==> src/verilog/bus_glue_pkg.sv <==
package bus_glue_pkg;

  //////////////////////////////////////////////////////////////////////
  // bus widths
  //////////////////////////////////////////////////////////////////////

  localparam int ADDR_W    = 32;
  localparam int DATA_W    = 32;
  localparam int SIZE_W    = 3;
  localparam int TRANS_W   = 2;
  // free-running system timer
  localparam int SYS_CNT_W = 64;

  //////////////////////////////////////////////////////////////////////
  // ahb-lite codes
  //////////////////////////////////////////////////////////////////////

  localparam logic [1:0] HTRANS_NONSEQ = 2'b10;

  // hsize, low two bits only
  localparam logic [1:0] SIZE_BYTE = 2'd0;
  localparam logic [1:0] SIZE_HALF = 2'd1;
  localparam logic [1:0] SIZE_WORD = 2'd2;

  // boot flash window on the instruction bus, both ends inclusive
  localparam logic [31:0] FLASH_BASE = 32'h1000_0000;
  localparam logic [31:0] FLASH_END  = 32'h1004_FFFF;

  //////////////////////////////////////////////////////////////////////
  // read lane code
  //////////////////////////////////////////////////////////////////////

  // size and byte offset of one captured read
  typedef struct packed {
    logic [1:0] size;
    logic [1:0] offset;
  } lane_fld_t;

  // raw view is the case index of the lane steering
  typedef union packed {
    logic [3:0] raw;
    lane_fld_t  fld;
  } lane_code_u;

endpackage

==> src/verilog/ahb_lite_if.sv <==
interface ahb_lite_if;

  import bus_glue_pkg::*;

  // address phase, driven by the core side
  logic [ADDR_W-1:0]  haddr;
  logic [TRANS_W-1:0] htrans;
  logic               hwrite;
  logic [SIZE_W-1:0]  hsize;

  // ready as seen by the core
  // low stretches the current data phase
  logic               hready;

  // core side
  modport master (
    output haddr,
    output htrans,
    output hwrite,
    output hsize,
    input  hready
  );

  // glue side only watches the bus
  modport slave (
    input haddr,
    input htrans,
    input hwrite,
    input hsize,
    input hready
  );

endinterface

==> src/verilog/iahb_slave_select.sv <==
module iahb_slave_select (
  input  logic      cpu_clk,
  input  logic      pg_reset_b,
  ahb_lite_if.slave bus,
  input  logic      i_flash_hready,
  input  logic      i_iram_hready,
  output logic      o_flash_hsel,
  output logic      o_iram_hsel,
  output logic      o_flash_busy,
  output logic      o_iram_busy
);

  import bus_glue_pkg::*;

  logic in_flash_win;
  logic trans_act;
  logic flash_stall;
  logic iram_stall;
  logic block;
  logic flash_busy_q;
  logic iram_busy_q;
  logic flash_busy_nxt;
  logic iram_busy_nxt;

  //////////////////////////////////////////////////////////////////////
  // address decode
  //////////////////////////////////////////////////////////////////////

  // flash window, ends included
  assign in_flash_win = (bus.haddr >= FLASH_BASE) && (bus.haddr <= FLASH_END);

  // nonseq or seq
  assign trans_act = bus.htrans[1];

  // busy slave still holding its data phase
  assign flash_stall = flash_busy_q && !i_flash_hready;
  assign iram_stall  = iram_busy_q && !i_iram_hready;
  assign block       = flash_stall || iram_stall;

  // no new select while a data phase is stretched
  // everything outside the window goes to iram
  assign o_flash_hsel = trans_act && !block && in_flash_win;
  assign o_iram_hsel  = trans_act && !block && !in_flash_win;

  //////////////////////////////////////////////////////////////////////
  // busy tracking
  //////////////////////////////////////////////////////////////////////

  // set by select, held until that slave returns ready
  assign flash_busy_nxt = o_flash_hsel || flash_stall;
  assign iram_busy_nxt  = o_iram_hsel || iram_stall;

  always_ff @(posedge cpu_clk or negedge pg_reset_b)
  begin
    if (!pg_reset_b)
    begin
      flash_busy_q <= 1'b0;
      iram_busy_q  <= 1'b0;
    end
    else
    begin
      flash_busy_q <= flash_busy_nxt;
      iram_busy_q  <= iram_busy_nxt;
    end
  end

  assign o_flash_busy = flash_busy_q;
  assign o_iram_busy  = iram_busy_q;

  //////////////////////////////////////////////////////////////////////
  // checks
  //////////////////////////////////////////////////////////////////////

  // one address phase routes to one slave only
  a_hsel_excl: assert property (
    @(posedge cpu_clk) disable iff (!pg_reset_b)
    !(o_flash_hsel && o_iram_hsel)
  );

  // handover between slaves never leaves both owning a data phase
  a_busy_excl: assert property (
    @(posedge cpu_clk) disable iff (!pg_reset_b)
    !(flash_busy_q && iram_busy_q)
  );

endmodule

==> src/verilog/iahb_resp_mux.sv <==
module iahb_resp_mux (
  input  logic                            cpu_clk,
  input  logic                            pg_reset_b,
  input  logic                            i_flash_busy,
  input  logic                            i_iram_busy,
  input  logic [bus_glue_pkg::DATA_W-1:0] i_flash_hrdata,
  input  logic [bus_glue_pkg::DATA_W-1:0] i_iram_hrdata,
  input  logic                            i_flash_hready,
  input  logic                            i_iram_hready,
  output logic [bus_glue_pkg::DATA_W-1:0] o_hrdata,
  output logic                            o_hready
);

  import bus_glue_pkg::*;

  // last word handed back to the core
  logic [DATA_W-1:0] hold_q;

  // busy slave drives the response
  always_comb
  begin
    case ({i_flash_busy, i_iram_busy})
      2'b10:
      begin
        o_hrdata = i_flash_hrdata;
        o_hready = i_flash_hready;
      end
      2'b01:
      begin
        o_hrdata = i_iram_hrdata;
        o_hready = i_iram_hready;
      end
      default:
      begin
        // idle, bus free for a new address phase
        o_hrdata = hold_q;
        o_hready = 1'b1;
      end
    endcase
  end

  // capture on the closing edge of each data phase
  always_ff @(posedge cpu_clk or negedge pg_reset_b)
  begin
    if (!pg_reset_b)
      hold_q <= '0;
    else if (i_flash_busy && i_flash_hready)
      hold_q <= i_flash_hrdata;
    else if (i_iram_busy && i_iram_hready)
      hold_q <= i_iram_hrdata;
  end

  // busy comes from the select block, must never overlap
  a_busy_onehot: assert property (
    @(posedge cpu_clk) disable iff (!pg_reset_b)
    $onehot0({i_flash_busy, i_iram_busy})
  );

endmodule

==> src/verilog/rdata_lane_align.sv <==
module rdata_lane_align (
  input  logic                            cpu_clk,
  input  logic                            pg_reset_b,
  ahb_lite_if.slave                       bus,
  input  logic [bus_glue_pkg::DATA_W-1:0] i_hrdata,
  output logic [bus_glue_pkg::DATA_W-1:0] o_hrdata
);

  import bus_glue_pkg::*;

  lane_code_u code_q;
  logic       rd_accept;
  logic       legal_req;

  // read address phase taken on this edge
  assign rd_accept = (bus.htrans == HTRANS_NONSEQ) && !bus.hwrite && bus.hready;

  // size and alignment the lane table can handle
  always_comb
  begin
    case (bus.hsize[1:0])
      SIZE_BYTE: legal_req = 1'b1;
      SIZE_HALF: legal_req = !bus.haddr[0];
      SIZE_WORD: legal_req = (bus.haddr[1:0] == 2'b00);
      default:   legal_req = 1'b0;
    endcase
    legal_req = legal_req && !bus.hsize[2];
  end

  // word at offset 0 out of reset
  always_ff @(posedge cpu_clk or negedge pg_reset_b)
  begin
    if (!pg_reset_b)
    begin
      code_q.fld.size   <= SIZE_WORD;
      code_q.fld.offset <= 2'b00;
    end
    else if (rd_accept)
    begin
      code_q.fld.size   <= bus.hsize[1:0];
      code_q.fld.offset <= bus.haddr[1:0];
    end
  end

  // steer returned word into the lanes the core expects
  always_comb
  begin
    case (code_q.raw)
      {SIZE_BYTE, 2'd0}: o_hrdata = {24'h0, i_hrdata[7:0]};
      {SIZE_BYTE, 2'd1}: o_hrdata = {16'h0, i_hrdata[15:8], 8'h0};
      {SIZE_BYTE, 2'd2}: o_hrdata = {8'h0, i_hrdata[23:16], 16'h0};
      {SIZE_BYTE, 2'd3}: o_hrdata = {i_hrdata[31:24], 24'h0};
      {SIZE_HALF, 2'd0}: o_hrdata = {16'h0, i_hrdata[15:0]};
      {SIZE_HALF, 2'd2}: o_hrdata = {i_hrdata[31:16], 16'h0};
      {SIZE_WORD, 2'd0}: o_hrdata = i_hrdata;
      default:           o_hrdata = '0;
    endcase
  end

  // the master never issues a read the table would zero
  a_legal_code: assert property (
    @(posedge cpu_clk) disable iff (!pg_reset_b)
    rd_accept |-> legal_req
  );

endmodule

==> src/verilog/sys_timebase.sv <==
module sys_timebase (
  input  logic                               cpu_clk,
  input  logic                               pg_reset_b,
  input  logic                               i_hartreset_b,
  output logic [bus_glue_pkg::SYS_CNT_W-1:0] o_sys_cnt,
  output logic                               o_apb_clk_en,
  output logic                               o_cpu_rst_b
);

  import bus_glue_pkg::*;

  logic [SYS_CNT_W-1:0] sys_cnt_q;
  logic                 apb_en_q;

  //////////////////////////////////////////////////////////////////////
  // timebase
  //////////////////////////////////////////////////////////////////////

  // counts cpu_clk cycles since reset release
  always_ff @(posedge cpu_clk or negedge pg_reset_b)
  begin
    if (!pg_reset_b)
      sys_cnt_q <= '0;
    else
      sys_cnt_q <= sys_cnt_q + 1'b1;
  end

  // half-rate enable for the apb side
  always_ff @(posedge cpu_clk or negedge pg_reset_b)
  begin
    if (!pg_reset_b)
      apb_en_q <= 1'b0;
    else
      apb_en_q <= ~apb_en_q;
  end

  assign o_sys_cnt    = sys_cnt_q;
  assign o_apb_clk_en = apb_en_q;

  // core held in reset by power-good or by debug hart reset
  assign o_cpu_rst_b = pg_reset_b & i_hartreset_b;

endmodule

==> src/verilog/e906_bus_glue.sv <==
module e906_bus_glue (
  input  logic                               cpu_clk,
  input  logic                               pg_reset_b,
  // instruction bus request
  input  logic [bus_glue_pkg::ADDR_W-1:0]    i_iahb_haddr,
  input  logic [bus_glue_pkg::TRANS_W-1:0]   i_iahb_htrans,
  input  logic                               i_iahb_hwrite,
  input  logic [bus_glue_pkg::SIZE_W-1:0]    i_iahb_hsize,
  // boot flash and iram responses
  input  logic [bus_glue_pkg::DATA_W-1:0]    i_flash_hrdata,
  input  logic                               i_flash_hready,
  input  logic [bus_glue_pkg::DATA_W-1:0]    i_iram_hrdata,
  input  logic                               i_iram_hready,
  // data bus
  input  logic [bus_glue_pkg::ADDR_W-1:0]    i_dahb_haddr,
  input  logic [bus_glue_pkg::TRANS_W-1:0]   i_dahb_htrans,
  input  logic                               i_dahb_hwrite,
  input  logic [bus_glue_pkg::SIZE_W-1:0]    i_dahb_hsize,
  input  logic [bus_glue_pkg::DATA_W-1:0]    i_dahb_hrdata,
  input  logic                               i_dahb_hready,
  input  logic                               i_hartreset_b,
  output logic                               o_flash_hsel,
  output logic                               o_iram_hsel,
  output logic [bus_glue_pkg::DATA_W-1:0]    o_iahb_hrdata,
  output logic                               o_iahb_hready,
  output logic [bus_glue_pkg::DATA_W-1:0]    o_dahb_hrdata,
  output logic [bus_glue_pkg::SYS_CNT_W-1:0] o_sys_cnt,
  output logic                               o_apb_clk_en,
  output logic                               o_cpu_rst_b
);

  import bus_glue_pkg::*;

  logic              flash_busy;
  logic              iram_busy;
  logic [DATA_W-1:0] iahb_raw_hrdata;
  logic              iahb_hready;

  ahb_lite_if iahb_bus ();
  ahb_lite_if dahb_bus ();

  //////////////////////////////////////////////////////////////////////
  // bus bundles
  //////////////////////////////////////////////////////////////////////

  // core requests straight from the pins
  assign iahb_bus.haddr  = i_iahb_haddr;
  assign iahb_bus.htrans = i_iahb_htrans;
  assign iahb_bus.hwrite = i_iahb_hwrite;
  assign iahb_bus.hsize  = i_iahb_hsize;
  // ibus ready is the muxed slave ready
  assign iahb_bus.hready = iahb_hready;

  assign dahb_bus.haddr  = i_dahb_haddr;
  assign dahb_bus.htrans = i_dahb_htrans;
  assign dahb_bus.hwrite = i_dahb_hwrite;
  assign dahb_bus.hsize  = i_dahb_hsize;
  assign dahb_bus.hready = i_dahb_hready;

  assign o_iahb_hready = iahb_hready;

  //////////////////////////////////////////////////////////////////////
  // instruction bus
  //////////////////////////////////////////////////////////////////////

  iahb_slave_select u_slave_select (
    .cpu_clk        (cpu_clk),
    .pg_reset_b     (pg_reset_b),
    .bus            (iahb_bus),
    .i_flash_hready (i_flash_hready),
    .i_iram_hready  (i_iram_hready),
    .o_flash_hsel   (o_flash_hsel),
    .o_iram_hsel    (o_iram_hsel),
    .o_flash_busy   (flash_busy),
    .o_iram_busy    (iram_busy)
  );

  iahb_resp_mux u_resp_mux (
    .cpu_clk        (cpu_clk),
    .pg_reset_b     (pg_reset_b),
    .i_flash_busy   (flash_busy),
    .i_iram_busy    (iram_busy),
    .i_flash_hrdata (i_flash_hrdata),
    .i_iram_hrdata  (i_iram_hrdata),
    .i_flash_hready (i_flash_hready),
    .i_iram_hready  (i_iram_hready),
    .o_hrdata       (iahb_raw_hrdata),
    .o_hready       (iahb_hready)
  );

  // lanes after the slave mux
  rdata_lane_align u_iahb_align (
    .cpu_clk    (cpu_clk),
    .pg_reset_b (pg_reset_b),
    .bus        (iahb_bus),
    .i_hrdata   (iahb_raw_hrdata),
    .o_hrdata   (o_iahb_hrdata)
  );

  //////////////////////////////////////////////////////////////////////
  // data bus and timebase
  //////////////////////////////////////////////////////////////////////

  rdata_lane_align u_dahb_align (
    .cpu_clk    (cpu_clk),
    .pg_reset_b (pg_reset_b),
    .bus        (dahb_bus),
    .i_hrdata   (i_dahb_hrdata),
    .o_hrdata   (o_dahb_hrdata)
  );

  sys_timebase u_sys_timebase (
    .cpu_clk       (cpu_clk),
    .pg_reset_b    (pg_reset_b),
    .i_hartreset_b (i_hartreset_b),
    .o_sys_cnt     (o_sys_cnt),
    .o_apb_clk_en  (o_apb_clk_en),
    .o_cpu_rst_b   (o_cpu_rst_b)
  );

endmodule

==> config.mk <==
export PLATFORM = sky130hd
export DESIGN_NAME = e906_bus_glue
export DESIGN_NICKNAME = d
export VERILOG_FILES = /design/src/verilog/bus_glue_pkg.sv /design/src/verilog/ahb_lite_if.sv /design/src/verilog/iahb_slave_select.sv /design/src/verilog/iahb_resp_mux.sv /design/src/verilog/rdata_lane_align.sv /design/src/verilog/sys_timebase.sv /design/src/verilog/e906_bus_glue.sv
export SDC_FILE = /design/constraint.sdc
export NUM_CORES = 1
export LEC_CHECK = 0
export BUFFER_PORTS_ARGS = -buffer_cell sky130_fd_sc_hd__buf_2
export CAP_MARGIN = 20
export CELL_PAD_IN_SITES_DETAIL_PLACEMENT = 1
export CELL_PAD_IN_SITES_GLOBAL_PLACEMENT = 1
export CORE_MARGIN = 4
export CORE_UTILIZATION = 35
export DETAILED_ROUTE_END_ITERATION = 10
export PLACE_DENSITY_LB_ADDON = 0.25
export SYNTH_ARGS = -nofsm -noshare
export SYNTH_HDL_FRONTEND = slang
export SYNTH_SLANG_ARGS = --single-unit
==> constraint.sdc <==
create_clock -name cpu_clk -period 4.9 [get_ports cpu_clk]
set_input_delay 0.98 -clock cpu_clk [delete_from_list [all_inputs] [get_ports cpu_clk]]
set_output_delay 0.98 -clock cpu_clk [all_outputs]
set_load 0.05 [all_outputs]
==> impl_metrics.py, run 1 <==
metrics = {
    "run_status": {
        "outcome": "complete, no violations",
    },
    "finish": {
        "n_fill_cell": 2077,
        "regArea_um2": 2680,
        "fin_nets": 1095,
        "instances_no_fill": 1143,
        "multi_input_area_um2": 3160,
        "drive_gt1_share_pct": 33.1,
        "area_growth_pct": 31.8,
    },
    "place": {
        "place_congestion": 0.812,
        "place_inst": 1122,
        "numPortBuffers": 264,
        "post-dp-hpwl_mm": 15.5,
    },
    "worst_setup_path": {
        "critPathMaxStageDelay_ns": 0.71,
        "worst_ep_arrival_time_ns": 2.42,
        "path_class": "reg -> out",
        "crit_slowest_cell": "ha_2",
        "cp-end-kind": "output port",
        "cp.required_ns": 3.92,
        "path_common_cell": "nor2_1",
        "worstPathMaxFanout": 33,
        "cp-start-kind": "flip-flop",
        "path_cells": "inv_1 -> ha_2 -> a22oi_1 -> nor2_1 -> a21oi_1 -> nor2_1 -> buf_2",
    },
    "power": {
        "vdd_drop_max_uv": 195,
        "p_leak_uw": 0.00404,
        "powerDensity_nw_per_um2": 342,
    },
    "route": {
        "routed_wl_mm": 20.6,
        "ant_nets": 0,
        "drt-pass1-iter-count": 4,
        "viasPerCell": 5.19,
        "wl_per_cell_um": 18.0,
        "drc": 0,
        "drt_iter0_markers": 264,
        "vias": 5935,
    },
    "timing": {
        "rsz0062_at_grt": "no",
        "final.setup.tns_ns": 0,
        "slew_headroom_pct": 27.4,
        "finClkSkew_ns": 0.00957,
        "period_share_pct": 69.3,
        "timing.fmax_ghz": 0.294,
        "setup_viol_count_final": 0,
        "fin_crit_ns": 3.40,
        "worst_pin_slew_ns": 1.09,
        "drv_slew": 0,
        "hold_violations": 0,
    },
    "yosys": {
        "synthArstFlopShare_pct": 100,
        "yosysWarnings": 0,
        "avgSynthCellArea_um2": 9.04,
        "ys_seq_area_share_pct": 44.7,
        "syn_nets": 844,
        "synth_cell_types": 43,
        "synth_area_um2": 5990,
        "synth-seq-cells": 107,
        "syn_inst": 663,
        "synth_edf_count": 0,
        "synth_ff_type": "dfrtp_1",
    },
    "clock_network": {
        "cts-resized-gates": 0,
        "clock_latency_ns": 0.36,
        "clk_path_buf_depth": 2,
        "cts_made_buffers": 9,
        "clk_pin_slew_ns": 0.07,
        "cts_tree": "yes",
        "htreeDepth": 3,
        "postCtsSetupBuffers": 0,
        "clock_sinks": 107,
        "cts-root-buf": "clkbuf_16",
        "ctsHoldBuffers": 0,
    },
    "floorplanning": {
        "die_w_um": 139,
        "core_um2": 16700,
        "dieArea_um2": 19300,
        "placementRows": 47,
        "dieHeight_um": 139,
        "initial_core_util_pct": 35.9,
        "ios": 311,
    },
    "global_route": {
        "grt_usage_pct": 21.1,
        "overflow": 0,
        "grt_max_degree": 66,
        "grt_pass1_wl_mm": 33.3,
        "grt_pass1_vias": 6127,
        "antenna_found_initial": 3,
    },
    "min_path": {
        "hp-class": "reg -> reg",
    },
    "job": {
        "cap_violations": 0,
    },
}
## cells by family (layout without fill, tap and decap cells)
family | Yosys count | after routing | share of synthesized area, %
XOR/XNOR | 64 | 64 | 9.35
AO/OA/AOI/OAI | 111 | 111 | 11.0
multiplexers | 41 | 41 | 7.02
flip-flops | 107 | 107 | 44.7
other | 0 | 4 | 0
buffers and inverters | 41 | 297 | 2.59
adder cells (fa/ha/maj) | 3 | 3 | 0.627
AND/OR/NAND/NOR | 296 | 296 | 24.7
## cells in the final DEF (no fill, tap or decap), drive strengths merged, types with 2 or more instances in the layout
master / Yosys / routed
nand2: 61 / 61
nor2: 93 / 93
and2: 37 / 37
o21ai: 37 / 37
dfstp: 2 / 2
or4: 2 / 2
inv: 12 / 14
dfrtp: 105 / 105
and4: 5 / 5
xnor2: 39 / 39
buf: 6 / 269
nor3: 13 / 13
and3: 8 / 8
xor2: 25 / 25
mux2i: 33 / 33
ha: 3 / 3
mux2: 8 / 8
clkbuf: 23 / 9
or2: 3 / 3
a21oi: 34 / 34
bufinv: 0 / 3
nand3: 21 / 21
nand4: 31 / 31
nor4b: 2 / 2
nor4: 11 / 11
diode: 0 / 4
nor3b: 2 / 2
or3: 3 / 3
a22oi: 32 / 32
o211ai: 2 / 2
## area by class of cell
cell class	instances	area share [%]
sequential	107	33.9
clock buffer	9	2.85
inverter	12	0.570
tap	220	3.49
timing repair buffer	269	17.4
multi-input combinational	515	40.1
clock inverter	7	1.57
antenna	4	0.127
## state kept, by name, summed over array words and instances, names as in the netlist
register / flops
u_slave_select.o_iram_busy: 1
u_iahb_align.code_q: 4
u_sys_timebase.o_sys_cnt: 64
u_resp_mux.hold_q: 32
u_dahb_align.code_q: 4
u_slave_select.o_flash_busy: 1
u_sys_timebase.o_apb_clk_en: 1
## report_power, final
| part | switching (uW) | internal (uW) |
|---|---|---|
| clock | 356 | 505 |
| sequential | 58.7 | 958 |
| combinational | 587 | 238 |
## through the flow
step                      util [%]  hold slack [ns]  setup WS (ns)  power, uW  instance area (um2)
final                         47.3            0.411           1.50       2700                 7900
after global routing          47.3            0.453           1.33       2840                 7890
after CTS                     47.1            0.416           1.47       2740                 7870
after detailed placement      45.0            0.406           1.79       1870                 7520
after global placement        45.0            0.404           1.74       1850                 7520
after floorplan                  -            0.524           1.01       1610                 5990
## synthesized netlist by cell type, types with 2 or more instances
| master | instances | area (um2) |
|---|---|---|
| dfrtp_1 | 105 | 2630 |
| nor2_1 | 93 | 349 |
| nand2_1 | 61 | 229 |
| xnor2_1 | 39 | 342 |
| and2_1 | 37 | 231 |
| o21ai_0 | 36 | 180 |
| a21oi_1 | 34 | 170 |
| mux2i_1 | 33 | 330 |
| a22oi_1 | 32 | 240 |
| nand4_1 | 30 | 188 |
| xor2_1 | 25 | 219 |
| clkbuf_1 | 23 | 86.3 |
| nand3_1 | 21 | 105 |
| nor3_1 | 13 | 65.1 |
| inv_1 | 12 | 45.0 |
| nor4_1 | 10 | 62.6 |
| and3_1 | 8 | 50.1 |
| mux2_2 | 8 | 90.1 |
| and4_1 | 5 | 43.8 |
| buf_1 | 5 | 18.8 |
| ha_1 | 3 | 37.5 |
| or2_2 | 3 | 18.8 |
| or3_1 | 3 | 18.8 |
| dfstp_2 | 2 | 52.6 |
| nor3b_1 | 2 | 15.0 |
| nor4b_1 | 2 | 17.5 |
| o211ai_1 | 2 | 15.0 |
## worst max-delay path, delay by kind of cell, from the launching register on
kind | cells | cell delay, ns
buffers and inverters | 2 | 0.39
adder cells (fa/ha/maj) | 1 | 0.71
AO/OA/AOI/OAI | 2 | 0.28
flip-flops | 1 | 0.40
AND/OR/NAND/NOR | 2 | 0.28
## routing by layer
layer / global-route usage [%] / wire length [um]
met3: 4.31 / 1370
met2: 35.3 / 9900
met5: 0 / 13
met4: 6.33 / 422
met1: 27.6 / 8890
## final timing paths
path	depth (start not counted)	startpoint	to	slack (ns)
worst max-delay path	7	u_slave_select.o_flash_busy	o_iahb_hrdata[29]	1.50
worst min-delay path	1	u_sys_timebase.o_apb_clk_en	u_sys_timebase.o_apb_clk_en	0.41
worst max register to register	5	u_sys_timebase.o_sys_cnt[5]	u_sys_timebase.o_sys_cnt[48]	2.14
worst min register to register	1	u_sys_timebase.o_apb_clk_en	u_sys_timebase.o_apb_clk_en	0.41
max in group asynchronous	3	pg_reset_b	u_sys_timebase.o_sys_cnt[30]	2.87
min in group asynchronous	2	pg_reset_b	u_resp_mux.hold_q[8]	0.80
Note: power is estimated with default switching activity, not from simulation.
==> inputs of run 2 (changes only) <==
Settings changed: CORE_UTILIZATION 35 to 33.
Clock period 4.9 ns to 3.32 ns, I/O delays scaled along.
==> run 2 against run 1 <==
Net effect:
- non-clock buffer count is 7 higher
- sequential cell count stayed put
- global-route usage is 1.8 points lower
- utilization is 3.1 points lower
- worst setup slack worse by 0.99 ns
- power is 42% higher
- final area is 0.17% higher
- clock skew hardly changed
- sequential share of layout area is 0.059 points lower
- hold slack worse by 0.22 ns
- critical path type unchanged
- highest routed layer is now met4
==> impl_metrics.py, run 2 (synthesis gave the netlist of run 1 again) <==
metrics = {
    "global_route": {
        "grt_usage_pct": 19.2,
        "grt_pass1_vias": 6041,
        "grt_max_degree": 66,
        "grt_pass1_wl_mm": 31.8,
        "overflow": 0,
        "antenna_found_initial": 3,
    },
    "route": {
        "drc": 0,
        "routed_wl_mm": 19.9,
        "viasPerCell": 5.02,
        "drt_iter0_markers": 244,
        "drt-pass1-iter-count": 4,
        "ant_nets": 0,
        "wl_per_cell_um": 17.2,
        "vias": 5810,
    },
    "place": {
        "place_congestion": 0.773,
        "post_dp_cell_area_um2": 7600,
        "post-dp-hpwl_mm": 14.9,
        "numPortBuffers": 264,
    },
    "finish": {
        "layout_commonest_cell": "buf_2",
        "drive_gt1_share_pct": 33.6,
        "largest_reg_flops": 64,
        "layout_common_cells": "buf_2, dfrtp_1, nor2_1",
        "fin_nets": 1102,
        "area_growth_pct": 32.0,
        "design_area_um2": 7910,
    },
    "floorplanning": {
        "placementRows": 49,
        "initial_core_util_pct": 33.5,
        "ios": 311,
        "die_w_um": 143,
        "core_um2": 17900,
        "dieHeight_um": 143,
        "dieArea_um2": 20400,
    },
    "power": {
        "p_clk_share_pct": 28.9,
        "vdd_drop_max_uv": 283,
        "switching_share_pct": 38.2,
        "power.switching_uw": 1460,
        "p_leak_uw": 0.00406,
        "internal_power_uw": 2370,
        "power_frac_seq_pct": 39.2,
        "combPwrFrac_pct": 31.9,
        "powerDensity_nw_per_um2": 484,
    },
    "run_status": {
        "outcome": "complete, no violations",
    },
    "timing": {
        "setup_viol_count_final": 0,
        "rsz0062_at_grt": "no",
        "drv_slew": 0,
        "slew_headroom_pct": 46.5,
        "fin_crit_ns": 2.81,
        "period_share_pct": 84.7,
        "finClkSkew_ns": 0.00981,
        "worst_pin_slew_ns": 0.792,
        "final.setup.tns_ns": 0,
        "hold_violations": 0,
        "timing.fmax_ghz": 0.356,
    },
    "worst_setup_path": {
        "path_class": "reg -> out",
        "path_cells": "inv_1 -> ha_2 -> buf_4 -> a22oi_1 -> nor2_1 -> a21oi_1 -> nor2_1 -> buf_2",
        "path_common_cell": "nor2_1",
        "crit_slowest_cell": "dfrtp_1",
        "cp-end-kind": "output port",
        "critPathMaxStageDelay_ns": 0.39,
        "cp.required_ns": 2.66,
        "cp-start-kind": "flip-flop",
        "worst_ep_arrival_time_ns": 2.15,
        "worstPathMaxFanout": 33,
    },
    "clock_network": {
        "clk_path_buf_depth": 2,
        "cts-resized-gates": 0,
        "cts-root-buf": "clkbuf_16",
        "cts_tree": "yes",
        "cts_made_buffers": 9,
        "clock_sinks": 107,
        "htreeDepth": 3,
        "postCtsSetupBuffers": 0,
        "ctsHoldBuffers": 0,
        "clock_latency_ns": 0.36,
        "clk_pin_slew_ns": 0.08,
    },
    "min_path": {
        "hp-class": "in -> async",
    },
    "job": {
        "cap_violations": 0,
    },
}
==> run 2: critical path: cells and delay by family (launching register included) <==
kind	cells	cell delay, ns
simple gates	2	0.25
buf+inv	3	0.76
fa+ha+maj	1	0.17
flops	1	0.39
compound gates	2	0.20
==> run 2: stage by stage <==
stage                     setup slack [ns]  power, uW  instances  hold WS, ns  util [%]
after detailed placement             0.769       2760       1139        0.430      42.5
after CTS                            0.475       3880       1155        0.193      44.1
after global routing                 0.292       4050       1158        0.198      44.2
final                                0.510       3830       1158        0.189      44.2
after floorplan                     0.0622       2380        663        0.368         -
after global placement               0.783       2740       1139        0.403      42.5
==> run 2: final timing paths <==
check	start	end	slack (ns)	cells past startpoint
min in group cpu_clk	u_sys_timebase.o_apb_clk_en	u_sys_timebase.o_apb_clk_en	0.44	1
setup reg to reg	u_sys_timebase.o_sys_cnt[5]	u_sys_timebase.o_sys_cnt[51]	0.83	5
hold reg to reg	u_sys_timebase.o_apb_clk_en	u_sys_timebase.o_apb_clk_en	0.44	1
max in group asynchronous	pg_reset_b	u_resp_mux.hold_q[24]	2.19	2
setup / recovery	u_slave_select.o_flash_busy	o_iahb_hrdata[9]	0.51	8
hold / removal	pg_reset_b	u_resp_mux.hold_q[14]	0.19	1
==> run 2: final cells by class <==
cell class / instances / area [um2]
antenna: 3 / 7.51
clock buffer: 9 / 225
clock inverter: 7 / 76.3
fill: 2213 / 9990
inverter: 12 / 45.0
multi-input combinational: 515 / 3160
sequential: 107 / 2680
tap: 229 / 287
timing repair buffer: 276 / 1430
==> run 2: layer usage <==
metal | share of wire [%] | GRT usage [%] | vias up | wire, um
met5 | 0 | 0 | - | 0
met4 | 1.8 | 5.70 | 0 | 355
met3 | 5.2 | 3.42 | 20 | 1030
met2 | 48 | 31.7 | 149 | 9460
met1 | 45 | 26.0 | 2795 | 9040
li1 | - | - | 2846 | -
==> run 2: power groups by stage <==
stage	combinational [uW]	sequential (uW)	clock [uW]
3_3_place_gp	1220	1520	0
3_5_place_dp	1230	1520	0
2_1_floorplan	886	1490	0
6_report	1220	1500	1110
4_1_cts	1240	1500	1150
5_1_grt	1330	1520	1200
